### src/logic/lc3b_pkg.sv
package lc3b_pkg;

typedef logic [15:0] lc3b_word;
typedef logic [2:0] lc3b_reg;
typedef logic [2:0] lc3b_nzp;

// opcodes kept by this core, anything else retires as a nop
typedef enum logic [3:0] {
	op_br  = 4'b0000,
	op_add = 4'b0001,
	op_and = 4'b0101,
	op_not = 4'b1001,
	op_lea = 4'b1110
} lc3b_opcode;

typedef enum logic [1:0] {
	alu_add  = 2'b00,
	alu_and  = 2'b01,
	alu_not  = 2'b10,
	// address adder result, for lea
	alu_pass = 2'b11
} lc3b_alu_op;

localparam int num_regs = 8;

// br with nzp 000, never taken
localparam lc3b_word nop_instr = 16'h0000;

// forwarding selects for the execute operands
localparam logic [1:0] fwd_reg = 2'd0;
localparam logic [1:0] fwd_mem = 2'd1;
localparam logic [1:0] fwd_wb = 2'd2;

endpackage : lc3b_pkg

### src/logic/lc3b_fetch.sv
`timescale 1ns/1ns

module lc3b_fetch import lc3b_pkg::*; #(
	parameter lc3b_word reset_pc = 16'h0000
) (
	input logic clk,
	input logic arst_n,
	input lc3b_word fetch_instr,
	input logic redirect,
	input lc3b_word redirect_pc,
	output lc3b_word fetch_addr,
	output logic if_valid,
	output lc3b_word if_instr,
	output lc3b_word if_pc
);

// fetch_addr is the pc itself
always_ff @(posedge clk or negedge arst_n) begin
	if (!arst_n) begin
		fetch_addr <= reset_pc;
		if_valid <= 1'b0;
		if_instr <= nop_instr;
		if_pc <= reset_pc;
	end else if (redirect) begin
		// taken branch, drop whatever was fetched this cycle
		fetch_addr <= redirect_pc;
		if_valid <= 1'b0;
	end else begin
		fetch_addr <= fetch_addr + 16'd2;
		if_valid <= 1'b1;
		if_instr <= fetch_instr;
		if_pc <= fetch_addr;
	end
end

endmodule : lc3b_fetch

### src/logic/lc3b_regfile.sv
`timescale 1ns/1ns

module lc3b_regfile import lc3b_pkg::*; (
	input logic clk,
	input logic arst_n,
	input lc3b_reg src_a,
	input lc3b_reg src_b,
	input logic wr_en,
	input lc3b_reg wr_reg,
	input lc3b_word wr_data,
	output lc3b_word rd_a,
	output lc3b_word rd_b
);

lc3b_word regs [num_regs];

always_ff @(posedge clk or negedge arst_n) begin
	if (!arst_n) begin
		for (int i = 0; i < num_regs; i++)
			regs[i] <= '0;
	end else if (wr_en) begin
		regs[wr_reg] <= wr_data;
	end
end

// write-through so decode sees the retiring value
assign rd_a = (wr_en && wr_reg == src_a) ? wr_data : regs[src_a];
assign rd_b = (wr_en && wr_reg == src_b) ? wr_data : regs[src_b];

endmodule : lc3b_regfile

### src/logic/lc3b_decode.sv
`timescale 1ns/1ns

module lc3b_decode import lc3b_pkg::*; (
	input logic clk,
	input logic arst_n,
	input logic if_valid,
	input lc3b_word if_instr,
	input lc3b_word if_pc,
	input lc3b_word rd_a,
	input lc3b_word rd_b,
	input logic flush,
	output lc3b_reg src_a,
	output lc3b_reg src_b,
	output lc3b_reg ex_sr1,
	output lc3b_reg ex_sr2,
	output lc3b_reg ex_dest,
	output lc3b_word ex_a,
	output lc3b_word ex_b,
	output lc3b_word ex_imm,
	output lc3b_word ex_offset,
	output lc3b_word ex_pc,
	output logic ex_valid,
	output logic ex_use_imm,
	output logic ex_writes,
	output logic ex_sets_cc,
	output logic ex_is_br,
	output lc3b_nzp ex_nzp,
	output lc3b_alu_op ex_alu_op
);

lc3b_opcode opcode;
lc3b_word imm5;
lc3b_word offset9;
logic use_imm;
logic writes;
logic sets_cc;
logic is_br;
lc3b_alu_op alu_op;

assign opcode = lc3b_opcode'(if_instr[15:12]);
assign src_a = if_instr[8:6];
assign src_b = if_instr[2:0];
assign imm5 = {{11{if_instr[4]}}, if_instr[4:0]};
// offset9 already in bytes
assign offset9 = {{6{if_instr[8]}}, if_instr[8:0], 1'b0};

always_comb begin
	use_imm = 1'b0;
	writes = 1'b0;
	sets_cc = 1'b0;
	is_br = 1'b0;
	alu_op = alu_add;
	case (opcode)
		op_add, op_and: begin
			use_imm = if_instr[5];
			writes = 1'b1;
			sets_cc = 1'b1;
			alu_op = (opcode == op_add) ? alu_add : alu_and;
		end
		op_not: begin
			writes = 1'b1;
			sets_cc = 1'b1;
			alu_op = alu_not;
		end
		op_lea: begin
			writes = 1'b1;
			alu_op = alu_pass;
		end
		op_br: is_br = 1'b1;
		default: ;
	endcase
end

always_ff @(posedge clk or negedge arst_n) begin
	if (!arst_n) begin
		ex_valid <= 1'b0;
		ex_writes <= 1'b0;
		ex_sets_cc <= 1'b0;
		ex_is_br <= 1'b0;
	end else begin
		ex_valid <= if_valid && !flush;
		ex_writes <= writes;
		ex_sets_cc <= sets_cc;
		ex_is_br <= is_br;
	end
end

always_ff @(posedge clk) begin
	ex_sr1 <= src_a;
	ex_sr2 <= src_b;
	ex_dest <= if_instr[11:9];
	ex_nzp <= if_instr[11:9];
	ex_a <= rd_a;
	ex_b <= rd_b;
	ex_imm <= imm5;
	ex_offset <= offset9;
	ex_pc <= if_pc;
	ex_use_imm <= use_imm;
	ex_alu_op <= alu_op;
end

endmodule : lc3b_decode

### src/logic/lc3b_forward.sv
`timescale 1ns/1ns

module lc3b_forward import lc3b_pkg::*; (
	input logic clk,
	input logic arst_n,
	input lc3b_reg ex_sr1,
	input lc3b_reg ex_sr2,
	input logic ex_use_imm,
	input logic mem_valid,
	input logic mem_writes,
	input lc3b_reg mem_dest,
	input logic wb_valid,
	input logic wb_writes,
	input lc3b_reg wb_dest,
	output logic [1:0] fwd_a,
	output logic [1:0] fwd_b
);

logic mem_hit_ok;
logic wb_hit_ok;

assign mem_hit_ok = mem_valid && mem_writes;
assign wb_hit_ok = wb_valid && wb_writes;

// youngest producer wins
function automatic logic [1:0] pick(lc3b_reg src);
	if (mem_hit_ok && mem_dest == src)
		return fwd_mem;
	else if (wb_hit_ok && wb_dest == src)
		return fwd_wb;
	return fwd_reg;
endfunction

always_comb fwd_a = pick(ex_sr1);
always_comb fwd_b = ex_use_imm ? fwd_reg : pick(ex_sr2);

endmodule : lc3b_forward

### src/logic/lc3b_execute.sv
`timescale 1ns/1ns

module lc3b_execute import lc3b_pkg::*; (
	input logic clk,
	input logic arst_n,
	input logic ex_valid,
	input lc3b_reg ex_dest,
	input lc3b_word ex_a,
	input lc3b_word ex_b,
	input lc3b_word ex_imm,
	input lc3b_word ex_offset,
	input lc3b_word ex_pc,
	input logic ex_use_imm,
	input logic ex_writes,
	input logic ex_sets_cc,
	input logic ex_is_br,
	input lc3b_nzp ex_nzp,
	input lc3b_alu_op ex_alu_op,
	input logic [1:0] fwd_a,
	input logic [1:0] fwd_b,
	input lc3b_word wb_data,
	input logic flush,
	output logic mem_valid,
	output logic mem_writes,
	output logic mem_sets_cc,
	output logic mem_is_br,
	output lc3b_reg mem_dest,
	output lc3b_nzp mem_nzp,
	output lc3b_word mem_result,
	output lc3b_word mem_target
);

lc3b_word op_a;
lc3b_word op_b;
lc3b_word target;
lc3b_word alu_out;

function automatic lc3b_word operand(logic [1:0] sel, lc3b_word reg_val);
	case (sel)
		fwd_mem: return mem_result;
		fwd_wb: return wb_data;
		default: return reg_val;
	endcase
endfunction

always_comb op_a = operand(fwd_a, ex_a);
always_comb op_b = ex_use_imm ? ex_imm : operand(fwd_b, ex_b);

// pc of the instruction plus 2, then the byte offset
assign target = ex_pc + 16'd2 + ex_offset;

always_comb begin
	case (ex_alu_op)
		alu_add: alu_out = op_a + op_b;
		alu_and: alu_out = op_a & op_b;
		alu_not: alu_out = ~op_a;
		default: alu_out = target;
	endcase
end

always_ff @(posedge clk or negedge arst_n) begin
	if (!arst_n) begin
		mem_valid <= 1'b0;
		mem_writes <= 1'b0;
		mem_sets_cc <= 1'b0;
		mem_is_br <= 1'b0;
	end else begin
		mem_valid <= ex_valid && !flush;
		mem_writes <= ex_writes;
		mem_sets_cc <= ex_sets_cc;
		mem_is_br <= ex_is_br;
	end
end

always_ff @(posedge clk) begin
	mem_dest <= ex_dest;
	mem_nzp <= ex_nzp;
	mem_result <= alu_out;
	mem_target <= target;
end

endmodule : lc3b_execute

### src/logic/lc3b_retire.sv
`timescale 1ns/1ns

module lc3b_retire import lc3b_pkg::*; (
	input logic clk,
	input logic arst_n,
	input logic mem_valid,
	input logic mem_writes,
	input logic mem_sets_cc,
	input logic mem_is_br,
	input lc3b_reg mem_dest,
	input lc3b_nzp mem_nzp,
	input lc3b_word mem_result,
	input lc3b_word mem_target,
	output logic redirect,
	output lc3b_word redirect_pc,
	output logic flush,
	output logic wb_valid,
	output logic wb_writes,
	output lc3b_reg wb_dest,
	output lc3b_word wb_data,
	output lc3b_reg wb_reg
);

lc3b_nzp cc;
lc3b_nzp gen_nzp;
logic taken;

always_comb begin
	if (mem_result[15])
		gen_nzp = 3'b100;
	else if (mem_result == 16'h0000)
		gen_nzp = 3'b010;
	else
		gen_nzp = 3'b001;
end

// comes out of reset as Z
always_ff @(posedge clk or negedge arst_n) begin
	if (!arst_n)
		cc <= 3'b010;
	else if (mem_valid && mem_sets_cc)
		cc <= gen_nzp;
end

assign taken = mem_valid && mem_is_br && |(mem_nzp & cc);
assign redirect = taken;
assign redirect_pc = mem_target;
// squashes IF/ID, ID/EX and EX/MEM at the next edge
assign flush = taken;

always_ff @(posedge clk or negedge arst_n) begin
	if (!arst_n) begin
		wb_valid <= 1'b0;
		wb_writes <= 1'b0;
	end else begin
		wb_valid <= mem_valid;
		wb_writes <= mem_valid && mem_writes;
	end
end

always_ff @(posedge clk) begin
	wb_dest <= mem_dest;
	wb_data <= mem_result;
end

assign wb_reg = wb_dest;

endmodule : lc3b_retire

### src/logic/lc3b_datapath.sv
`timescale 1ns/1ns

module lc3b_datapath import lc3b_pkg::*; #(
	parameter lc3b_word reset_pc = 16'h0000
) (
	input logic clk,
	input logic arst_n,
	input lc3b_word fetch_instr,
	output lc3b_word fetch_addr,
	output logic wb_valid,
	output lc3b_reg wb_reg,
	output lc3b_word wb_data
);

logic redirect, flush, if_valid;
lc3b_word redirect_pc, if_instr, if_pc, rd_a, rd_b;
lc3b_reg src_a, src_b, ex_sr1, ex_sr2, ex_dest;
lc3b_word ex_a, ex_b, ex_imm, ex_offset, ex_pc;
logic ex_valid, ex_use_imm, ex_writes, ex_sets_cc, ex_is_br;
lc3b_nzp ex_nzp, mem_nzp;
lc3b_alu_op ex_alu_op;
logic [1:0] fwd_a, fwd_b;
logic mem_valid, mem_writes, mem_sets_cc, mem_is_br;
lc3b_reg mem_dest, wb_dest;
lc3b_word mem_result, mem_target;
logic wb_stage_valid, wb_writes;

// only retiring writes are reported
assign wb_valid = wb_writes;

lc3b_fetch #(.reset_pc(reset_pc)) lc3b_fetch_inst (
	.clk, .arst_n, .fetch_instr, .redirect, .redirect_pc,
	.fetch_addr, .if_valid, .if_instr, .if_pc
);

lc3b_regfile lc3b_regfile_inst (
	.clk, .arst_n, .src_a, .src_b,
	.wr_en(wb_writes), .wr_reg(wb_dest), .wr_data(wb_data),
	.rd_a, .rd_b
);

lc3b_decode lc3b_decode_inst (
	.clk, .arst_n, .if_valid, .if_instr, .if_pc, .rd_a, .rd_b, .flush,
	.src_a, .src_b, .ex_sr1, .ex_sr2, .ex_dest,
	.ex_a, .ex_b, .ex_imm, .ex_offset, .ex_pc,
	.ex_valid, .ex_use_imm, .ex_writes, .ex_sets_cc, .ex_is_br, .ex_nzp, .ex_alu_op
);

lc3b_forward lc3b_forward_inst (
	.clk, .arst_n, .ex_sr1, .ex_sr2, .ex_use_imm,
	.mem_valid, .mem_writes, .mem_dest,
	.wb_valid(wb_stage_valid), .wb_writes, .wb_dest,
	.fwd_a, .fwd_b
);

lc3b_execute lc3b_execute_inst (
	.clk, .arst_n, .ex_valid, .ex_dest, .ex_a, .ex_b, .ex_imm, .ex_offset, .ex_pc,
	.ex_use_imm, .ex_writes, .ex_sets_cc, .ex_is_br, .ex_nzp, .ex_alu_op,
	.fwd_a, .fwd_b, .wb_data, .flush,
	.mem_valid, .mem_writes, .mem_sets_cc, .mem_is_br,
	.mem_dest, .mem_nzp, .mem_result, .mem_target
);

lc3b_retire lc3b_retire_inst (
	.clk, .arst_n, .mem_valid, .mem_writes, .mem_sets_cc, .mem_is_br,
	.mem_dest, .mem_nzp, .mem_result, .mem_target,
	.redirect, .redirect_pc, .flush,
	.wb_valid(wb_stage_valid), .wb_writes, .wb_dest, .wb_data, .wb_reg
);

endmodule : lc3b_datapath

### config.mk
export PLATFORM = sky130hd
export DESIGN_NAME = lc3b_datapath
export DESIGN_NICKNAME = d
export VERILOG_FILES = /design/src/logic/lc3b_pkg.sv /design/src/logic/lc3b_fetch.sv /design/src/logic/lc3b_regfile.sv /design/src/logic/lc3b_decode.sv /design/src/logic/lc3b_forward.sv /design/src/logic/lc3b_execute.sv /design/src/logic/lc3b_retire.sv /design/src/logic/lc3b_datapath.sv
export SDC_FILE = /design/constraint.sdc
export NUM_CORES = 1
export LEC_CHECK = 0
export BUFFER_PORTS_ARGS = -buffer_cell sky130_fd_sc_hd__buf_4
export CAP_MARGIN = 40
export CORE_ASPECT_RATIO = 0.6
export CORE_UTILIZATION = 55
export CTS_CLUSTER_SIZE = 40
export DETAILED_ROUTE_END_ITERATION = 10
export GPL_TIMING_DRIVEN = 0
export PLACE_DENSITY = 0.69
export SETUP_SLACK_MARGIN = 0.3
export SYNTH_ARGS = -nofsm -noshare
export SYNTH_HDL_FRONTEND = slang
export SYNTH_SLANG_ARGS = --single-unit
### constraint.sdc
create_clock -name clk -period 9.5 [get_ports clk]
set_clock_uncertainty 0.05 [all_clocks]
set_input_delay 1.425 -clock clk [delete_from_list [all_inputs] [get_ports clk]]
set_output_delay 1.425 -clock clk [all_outputs]
set_load 0.03 [all_outputs]
# == Word-level counts from Yosys, hierarchy flattened ==
# Cells that the tools add are included.
# op_classes
add_sub_neg,4
multipliers,0
div,0
order_cmp,4
n_eq_ne,16
shifts,0
n_mux,35
n_bitwise,6
n_reduce_logical,22
# op_table
op,count
16-bit two-way mux,9
128-bit bitwise mux,1
16-bit binary-select mux with 3-bit select,2
16-bit case mux with 2 select lines,2
16-bit demux with 3-bit select,1
16-bit case mux with 3 select lines,1
16-bit adder,2
"16-bit by 2-bit adder with 16-bit output, second input constant",2
3-bit == test,6
16-bit bitwise AND,1
16-bit logical NOT,1
2-bit two-way mux,8
16-bit NOT,1
1-bit logical AND,14
"4-bit greater-or-equal comparator, second input constant",3
3-bit NOT with 4-bit output,3
1-bit two-way mux,9
"4-bit == test, second input constant",2
"2-bit by 1-bit == test with 1-bit output, second input constant",3
"2-bit == test, second input constant",3
2-bit case mux with 3 select lines,1
3-bit OR reduction,2
"4-bit by 1-bit == test with 1-bit output, second input constant",1
"4-bit by 3-bit == test with 1-bit output, second input constant",1
8 further kinds,8
# totals
regBits,318
latch_bits,0
ramBits,0
mem_bits_ro,0
output_inout_bits,36
memories,0

# == Logic depth before layout (Yosys ltp) ==
# Gate-level depths: netlist of run 1.
# depth
depth_word,11
depth_mapped,19
depth_no_buf,16

# == Modules after synthesis ==
# A second synthesis of run 1 with hierarchy kept.
# unflattened
hier_cells,1257
hier_area_um2,15970.3
# modules_own_cells
mod,instances,cells_per_inst,area_per_inst_um2
lc3b_regfile,1,452,7533.5
lc3b_execute,1,450,3743.6
lc3b_fetch,1,156,2023.2
lc3b_decode,1,119,1724.2
lc3b_retire,1,59,775.7
lc3b_forward,1,21,170.2

# == Worst setup path before layout of run 1 ==
# OpenSTA, ideal clock, no wires.
# synth_path
path_kind,register -> register
start,register lc3b_retire_inst.wb_writes
end,register lc3b_execute_inst.mem_result[11]
setup_ns,0.122
arrival_time_ns,3.557
setup_slack_ns,5.771
stages_incl_launch_ff,17
path_buffers,2
cell_sequence,dfrtp_1 buf_2 nand2_1 nor3_1 nor4b_4 buf_4 nor2_1 a211oi_1 a21oi_1 ha_1 a21o_1 a21oi_1 a311oi_1 or2_1 a221oi_1 nor3_1 o32a_1
# synth_between
elab_chain_len,11
word_cells_on_any_way,21
cone_classes,1 x add/sub; 4 x eq/ne; 11 x mux; 2 x bitwise; 3 x reduce/logical
# synth_rtl
element,line_no,rtl
start: declaration,lc3b_retire.sv:18,"output logic wb_writes,"
start signal: assignment,lc3b_retire.sv:57,wb_writes <= mem_valid && mem_writes;
1-bit logical AND (*),lc3b_forward.sv:23,assign wb_hit_ok = wb_valid && wb_writes;
1-bit logical AND,lc3b_forward.sv:29,else if (wb_hit_ok && wb_dest == src)
1-bit two-way mux,lc3b_forward.sv:29,
1-bit two-way mux,lc3b_forward.sv:27,if (mem_hit_ok && mem_dest == src)
2-bit two-way mux,lc3b_forward.sv:31,return fwd_reg;
2-bit two-way mux,lc3b_forward.sv:35,always_comb fwd_b = ex_use_imm ? fwd_reg : pick(ex_sr2);
2-bit == test or 2-bit by 1-bit == test with 1-bit output (tied branches),lc3b_execute.sv:39,case (sel)
16-bit case mux with 2 select lines,lc3b_execute.sv:39,
16-bit two-way mux,lc3b_execute.sv:47,"always_comb op_b = ex_use_imm ? ex_imm : operand(fwd_b, ex_b);"
16-bit adder or 16-bit bitwise AND (tied branches),"lc3b_execute.sv:54, lc3b_execute.sv:55",
16-bit case mux with 3 select lines (*),lc3b_execute.sv:53,case (ex_alu_op)
via lc3b_execute_inst.alu_out[11],lc3b_execute.sv:36,lc3b_word alu_out;
end signal: assignment,lc3b_execute.sv:78,mem_result <= alu_out;
end: declaration,lc3b_execute.sv:29,"output lc3b_word mem_result,"
# The timed path passes the listed nets; every way through them passes the cells marked *.
# A chain may end at the register's enable or synchronous reset.

# == Worst setup path in the final report of run 1 ==
# layout_path
start,register lc3b_decode_inst.ex_imm[2]
end,register lc3b_execute_inst.mem_result[14]
# layout_between
elab_chain_len,3
# layout_rtl
element,line_no,rtl
start: declaration,lc3b_decode.sv:19,"output lc3b_word ex_imm,"
start signal: assignment,lc3b_decode.sv:95,ex_imm <= imm5;
16-bit two-way mux,lc3b_execute.sv:47,
16-bit adder,lc3b_execute.sv:54,alu_add: alu_out = op_a + op_b;
16-bit case mux with 3 select lines,lc3b_execute.sv:53,
via lc3b_execute_inst.alu_out[14],lc3b_execute.sv:36,
# The timed path passes the listed nets, and every way through them passes these cells.

==> metrics.txt, run 1 <==
outcome finished clean; Tmin final 5500 ps; share of flip-flops with an asynchronous set or reset 61.9%; Final HPWL DP a little over 30 mm; Synth Area in Compound Gates under 10%; vias in the first global route 10000; MaxCap Viol Count 0; clk_lat worst skew just under 600 ps; crit start category flop; Post-Synth XOR/XNOR Area 2.99%; ys flop type dfrtp_1; CTS sink cnt 307; n_diodes 0; PortBufs 53; die width 215 µm; row count 46; Sequential Area around 0.0071 mm²; RSZ-0062 raised after global routing no; die area 0.0278 mm²; wire per inst between 20 and 25 µm; DR iter-0 viols 1054; Achievable Freq ~180 MHz; Vias/cell between 6 and 7; post-synthesis mux area share between 20% and 30%; WP data required between 9000 and 10000 ps; first-pass GRT wire length 62.2 mm; post-route cell area 0.0167 mm²; critical path class flop to flop; Setup Buffers After CTS 0; Synth Cell Area 0.0149 mm²; worst endpoint data arrival time 5920 ps; Slew headroom 36.8%; synth unique cells 69; TNS Setup 0 ps; P&R area growth vs syn 12.2%; Peak VDD IR 0.202 mV; Post-Syn Instances 1240; PwrDens approximately 330 mW/mm²; CTS buffer count 28; Worst Tran Pin Value 938 ps; Worst-path clk slew 70 ps; grt ovf 0; final setup violation count 0; chip height 130 µm; pin count of the biggest net entering global routing 106; CTS Root Cell clkbuf_16; Hold Path Class flop to flop; Final #Nets 1392; EDFF count, synth 0; Synth Area in Simple Gates ~7.8%; FF+latch count, synth approximately 310; drt total wl 41.5 mm; Tot Pwr roughly 5.5 mW; post-cts resize count 0; sequential fraction of the synthesis area approximately 48%; CORE AREA approximately 0.027 mm²; RePlAce Congestion 0.992; Cell Count Post-Placement 1658; total track usage between 30% and 40%; Leakage 7.19 nW; Routed Antenna Nets 0; fillcell total 2119; largest family of logic cells by synthesized area multiplexers; post-synthesis adder-cell area fraction 3.96%; initial antenna violation count 0; CTS Hold Buffers Added 0; most common cell after layout, fill and taps aside dfrtp_1; crit path max fanout 10; Yosys warnings 0; Worst Setup End Kind flop; CTS tree done; ratio of cells with drive above 1 in the final layout 26.9%; H-tree levels 1; most frequent cells in the layout 189 x dfrtp_1, 160 x mux2_2, 117 x dfxtp_1; Slew Limit Fails 0; syn_nets 1304; final hold violations 0; placed cell area 0.0158 mm²; io pins 54; Mean Syn Cell Area 12.0 µm²; # DRC 0; area of the multi-input gates 0.00736 mm²; Finished Layout Cells 1708; 1st-pass router iterations 6; deepest clock path buffer count 3; Vias 10600; Initial Util 56.2%; crit share post-route 57.9%
[flip-flops by register name, indices dropped and copies added, names as in the netlist, 2 cells and up]
| name | count |
|---|---|
| lc3b_regfile_inst.regs | 128 |
| lc3b_decode_inst.ex_a | 16 |
| lc3b_decode_inst.ex_b | 16 |
| lc3b_decode_inst.ex_pc | 16 |
| lc3b_execute_inst.mem_result | 16 |
| lc3b_execute_inst.mem_target | 16 |
| lc3b_fetch_inst.fetch_addr | 16 |
| lc3b_fetch_inst.if_instr | 16 |
| lc3b_fetch_inst.if_pc | 16 |
| lc3b_retire_inst.wb_data | 16 |
| lc3b_decode_inst.ex_dest | 3 |
| lc3b_decode_inst.ex_sr1 | 3 |
| lc3b_execute_inst.mem_dest | 3 |
| lc3b_retire_inst.cc | 3 |
| lc3b_retire_inst.wb_dest | 3 |
| lc3b_decode_inst.ex_alu_op | 2 |
| lc3b_decode_inst.ex_imm | 2 |
| lc3b_decode_inst.ex_offset | 2 |
| lc3b_decode_inst.ex_sr2 | 2 |
[per-layer routing]
layer / up-vias / part of all wire, % / global-route usage [%]
li1: 4708 / - / -
met1: 5407 / 48 / 47.8
met2: 474 / 38 / 38.6
met3: 37 / 12 / 11.3
met4: 0 / 1.2 / 5.00
met5: - / 0 / 0
[final timing paths]
path | start | endpoint | slack, ps | cells after the start
worst max register to register | lc3b_decode_inst.ex_imm[2]$_DFF_P_ | lc3b_execute_inst.mem_result[14]$_DFF_P_ | 4000 | 17
max in group asynchronous | arst_n | lc3b_fetch_inst.if_pc[1]$_DFFE_PN0N_ | 7560 | 2
min in group asynchronous | arst_n | lc3b_regfile_inst.regs[116]$_DFFE_PN0P_ | 810 | 1
worst min-delay path | lc3b_decode_inst.ex_dest[2]$_DFF_P_ | lc3b_execute_inst.mem_dest[2]$_DFF_P_ | 280 | 0
worst min register to register | lc3b_decode_inst.ex_dest[2]$_DFF_P_ | lc3b_execute_inst.mem_dest[2]$_DFF_P_ | 280 | 0
worst max-delay path | lc3b_decode_inst.ex_imm[2]$_DFF_P_ | lc3b_execute_inst.mem_result[14]$_DFF_P_ | 4000 | 17
[critical path: stages (launching register included)]
cell and delay, ps:
dfxtp_1 630, xnor2_1 130, and4_1 200, buf_6 150, nor4b_4 340, buf_4 260, nor2_1 140, a211oi_1 680
a21oi_1 110, ha_1 270, inv_1 70, fa_1 410, nor2b_1 110, o31a_1 300, o21ai_0 760, o31ai_1 230
a211o_1 340, a2bb2oi_1 200
[metrics by stage]
stage | utilization [%] | hold slack, ps | setup WS [ps]
floorplan | - | 260 | 5770
global placement | 59.4 | 260 | 4530
detailed placement | 59.7 | 263 | 4480
CTS | 63.1 | 279 | 4340
global route | 63.1 | 283 | 3960
finish | 63.1 | 279 | 4000
[Yosys cell counts, drive strengths merged (4+ instances only)]
cell type / n / area (µm²)
a211oi: 6 / 50.1
a21o: 11 / 82.6
a21oi: 71 / 355
a221oi: 6 / 52.6
a31oi: 7 / 43.8
and2: 4 / 25.0
and3: 5 / 31.3
buf: 31 / 194
clkbuf: 51 / 191
dfrtp: 189 / 4730
dfxtp: 117 / 2340
ha: 44 / 551
inv: 21 / 78.8
mux2: 160 / 1800
mux2i: 58 / 581
mux4: 68 / 1530
nand2: 81 / 304
nand2b: 6 / 37.5
nand3: 17 / 85.1
nand4: 9 / 56.3
nand4b: 4 / 35.0
nor2: 72 / 270
nor2b: 8 / 57.6
nor3: 10 / 55.1
nor4: 8 / 56.3
o21a: 10 / 75.1
o21ai: 67 / 339
o31ai: 4 / 30.0
xnor2: 32 / 280
xor2: 19 / 166
[power by group]
part | leakage (nW) | switching (mW) | total [mW] | internal (mW)
sequential | 3.38 | 0.413 | 2.24 | 1.82
clock | 0.431 | 0.508 | 1.13 | 0.618
combinational | 3.38 | 1.18 | 2.19 | 1.01
total | 7.19 | 2.10 | 5.55 | 3.45
[kinds of logic (layout without fill, tap and decap cells)]
logic type | count (synthesis) | count (layout)
DFF | 307 | 307
muxes | 286 | 286
and+or+nand+nor | 240 | 240
AOI/OAI and AO/OA | 207 | 207
buffers and inverters | 103 | 211
xor gates and xnor gates | 51 | 51
adders and majority gates | 46 | 46
[cell type report]
type | count | share of cell area, %
clock inverter | 11 | 0.800
tap | 360 | 2.69
clock buffer | 39 | 4.55
sequential | 307 | 42.4
multi-input combinational | 830 | 44.0
timing repair buffer | 58 | 2.82
inverter | 21 | 0.471
buffer | 82 | 2.30
No activity file was read; power rests on OpenSTA's default activity.
==> run 2: changes to the inputs <==
==> constraint.sdc (replaced) <==
create_clock -name clk -period 5.3 [get_ports clk]
set_clock_uncertainty 0.05 [all_clocks]
set_input_delay 0.795 -clock clk [delete_from_list [all_inputs] [get_ports clk]]
set_output_delay 0.795 -clock clk [all_outputs]
set_load 0.03 [all_outputs]
==> metrics.txt, run 2 (same netlist as run 1, synthesis figures left out) <==
outcome finished clean; deepest clock path buffer count 3; Hold Path Class input pin to async pin; WP data required 5730 ps; row count between 40 and 50; crit-path cells xor2_1 > nor4_2 > buf_6 > mux2i_1 > o21a_1 > inv_1 > ha_1 > inv_1 > fa_1 > nor2b_1 > o31a_1 > o21ai_2 > o31ai_1 > a211o_1 > a2bb2oi_1; initial antenna violation count 0; Tot Pwr 9.95 mW; Reg with most FFs lc3b_regfile_inst.regs; grt ovf 0; vias in the first global route 10000; Routed Antenna Nets 0; Peak VDD IR roughly 0.36 mV; CORE AREA 0.0265 mm²; final hold violations 0; PortBufs 53; pin count of the biggest net entering global routing 106; drt total wl 41.5 mm; H-tree levels 1; Reg power frac between 40% and 50%; met2 Resource Use GR 38.6%; # DRC 0; Worst Tran Pin Value 900 ps; Slew headroom 40.0%; Vias/cell 6.20; die area around 0.028 mm²; most frequent cells in the layout 189 x dfrtp_1, 160 x mux2_2, 117 x dfxtp_1; Pint approximately 6.2 mW; chip height around 130 µm; io pins 54; final setup violation count 0; MaxCap Viol Count 0; CTS buffer count 28; wire per inst 24.3 µm; Final #Nets 1392; critical path class flop to flop; Vias approximately 11000; Largest register FFs 128; NetSw ~3.8 mW; first-pass GRT wire length ~62 mm; TNS Setup 0 ps; Worst-path clk slew 70 ps; final worst slack approximately 430 ps; worst endpoint data arrival time 5300 ps; CP max stage cell dfxtp_1; Tmin final 4870 ps; ratio of cells with drive above 1 in the final layout 27.1%; P&R area growth vs syn 12.3%; switch share between 30% and 40%; Setup Buffers After CTS 0; pre-CTS WS ~280 ps; DR iter-0 viols 998; met3 usage 11.3%; CTS sink cnt roughly 310; Slew Limit Fails 0; CTS Root Cell clkbuf_16; die width 215 µm; CP max stage delay between 700 and 800 ps; clk_lat worst skew slightly below 600 ps; PwrDens 594 mW/mm²; crit start category flop; total track usage 30.1%; Achievable Freq 205 MHz; crit share post-route 92.0%; gr busiest metal met1; RePlAce Congestion 0.992; clock group share of total power about a fifth; crit path max fanout 10; RSZ-0062 raised after global routing no; 1st-pass router iterations 5; met1 Usage GRT 47.8%; CTS Hold Buffers Added 0; most common cell after layout, fill and taps aside dfrtp_1; Logic pwr share 39.5%; Fin Hold WS about 170 ps; crit-path most repeated cell inv_1; Leakage 7.20 nW; CTS tree done; Worst Setup End Kind flop; Final HPWL DP 30.9 mm; Initial Util 56.2%
[run 2: path summary, 6_finish.rpt]
check                      slack, ps                                 from                                       end  cells past startpoint
setup / recovery                 430   lc3b_decode_inst.ex_sr1[2]$_DFF_P_  lc3b_execute_inst.mem_result[14]$_DFF_P_                     15
hold / removal                   170                               arst_n   lc3b_regfile_inst.regs[116]$_DFFE_PN0P_                      1
setup reg to reg                 430   lc3b_decode_inst.ex_sr1[2]$_DFF_P_  lc3b_execute_inst.mem_result[14]$_DFF_P_                     15
hold reg to reg                  280  lc3b_decode_inst.ex_dest[2]$_DFF_P_     lc3b_execute_inst.mem_dest[2]$_DFF_P_                      0
max in group asynchronous       4020                               arst_n        lc3b_retire_inst.cc[1]$_DFFE_PN1P_                      2
min in group clk                 280  lc3b_decode_inst.ex_dest[2]$_DFF_P_     lc3b_execute_inst.mem_dest[2]$_DFF_P_                      0
[run 2: critical path, delay by kind of cell, from the launching register on]
family	cells	cell delay [ps]
XOR/XNOR	1	170
adder cells (fa/ha/maj)	2	600
multiplexers	1	610
buffers and inverters	3	370
AO/OA/AOI/OAI	6	1560
flip-flops	1	770
AND/OR/NAND/NOR	2	620
[run 2: layer usage]
layer  share of wire [%]  vias to the layer above  wire, µm
li1                    -                     4703         -
met3                  12                       40      5050
met2                  38                      486     16000
met1                  48                     5369     20000
met5                   0                        -         0
met4                 1.3                        0       528
[run 2: power groups by stage]
| stage | clock network (mW) | registers (mW) | logic, mW |
|---|---|---|---|
| after CTS | 2.04 | 3.97 | 3.84 |
| after floorplan | 0 | 3.96 | 2.56 |
| after detailed placement | 0 | 4.01 | 3.82 |
| final | 2.02 | 4.00 | 3.93 |
| after global routing | 2.14 | 4.10 | 4.22 |
| after global placement | 0 | 3.97 | 3.74 |
[run 2: repair_timing]
item	CTS	global route
cloned	0	0
gates resized for setup	1	2
endpoints found under the setup margin	1	4
[run 2: final cells by class]
cell class	count	area (µm²)
fillers	2115	9780
diodes	1	2.50
repair buffers	58	472
flip-flops and latches	307	7100
well taps	360	450
multi-input cells	830	7370
clock buffers	39	762
plain buffers	82	385
clock inverters	11	134
inverters	21	78.8
[run 2: per-stage QoR]
step	instances	instance area (µm²)	util [%]
after floorplan	1240	14900	-
final	1709	16700	63.1
after global placement	1653	15800	59.4
after global routing	1708	16700	63.1
after CTS	1708	16700	63.1
after detailed placement	1658	15800	59.7
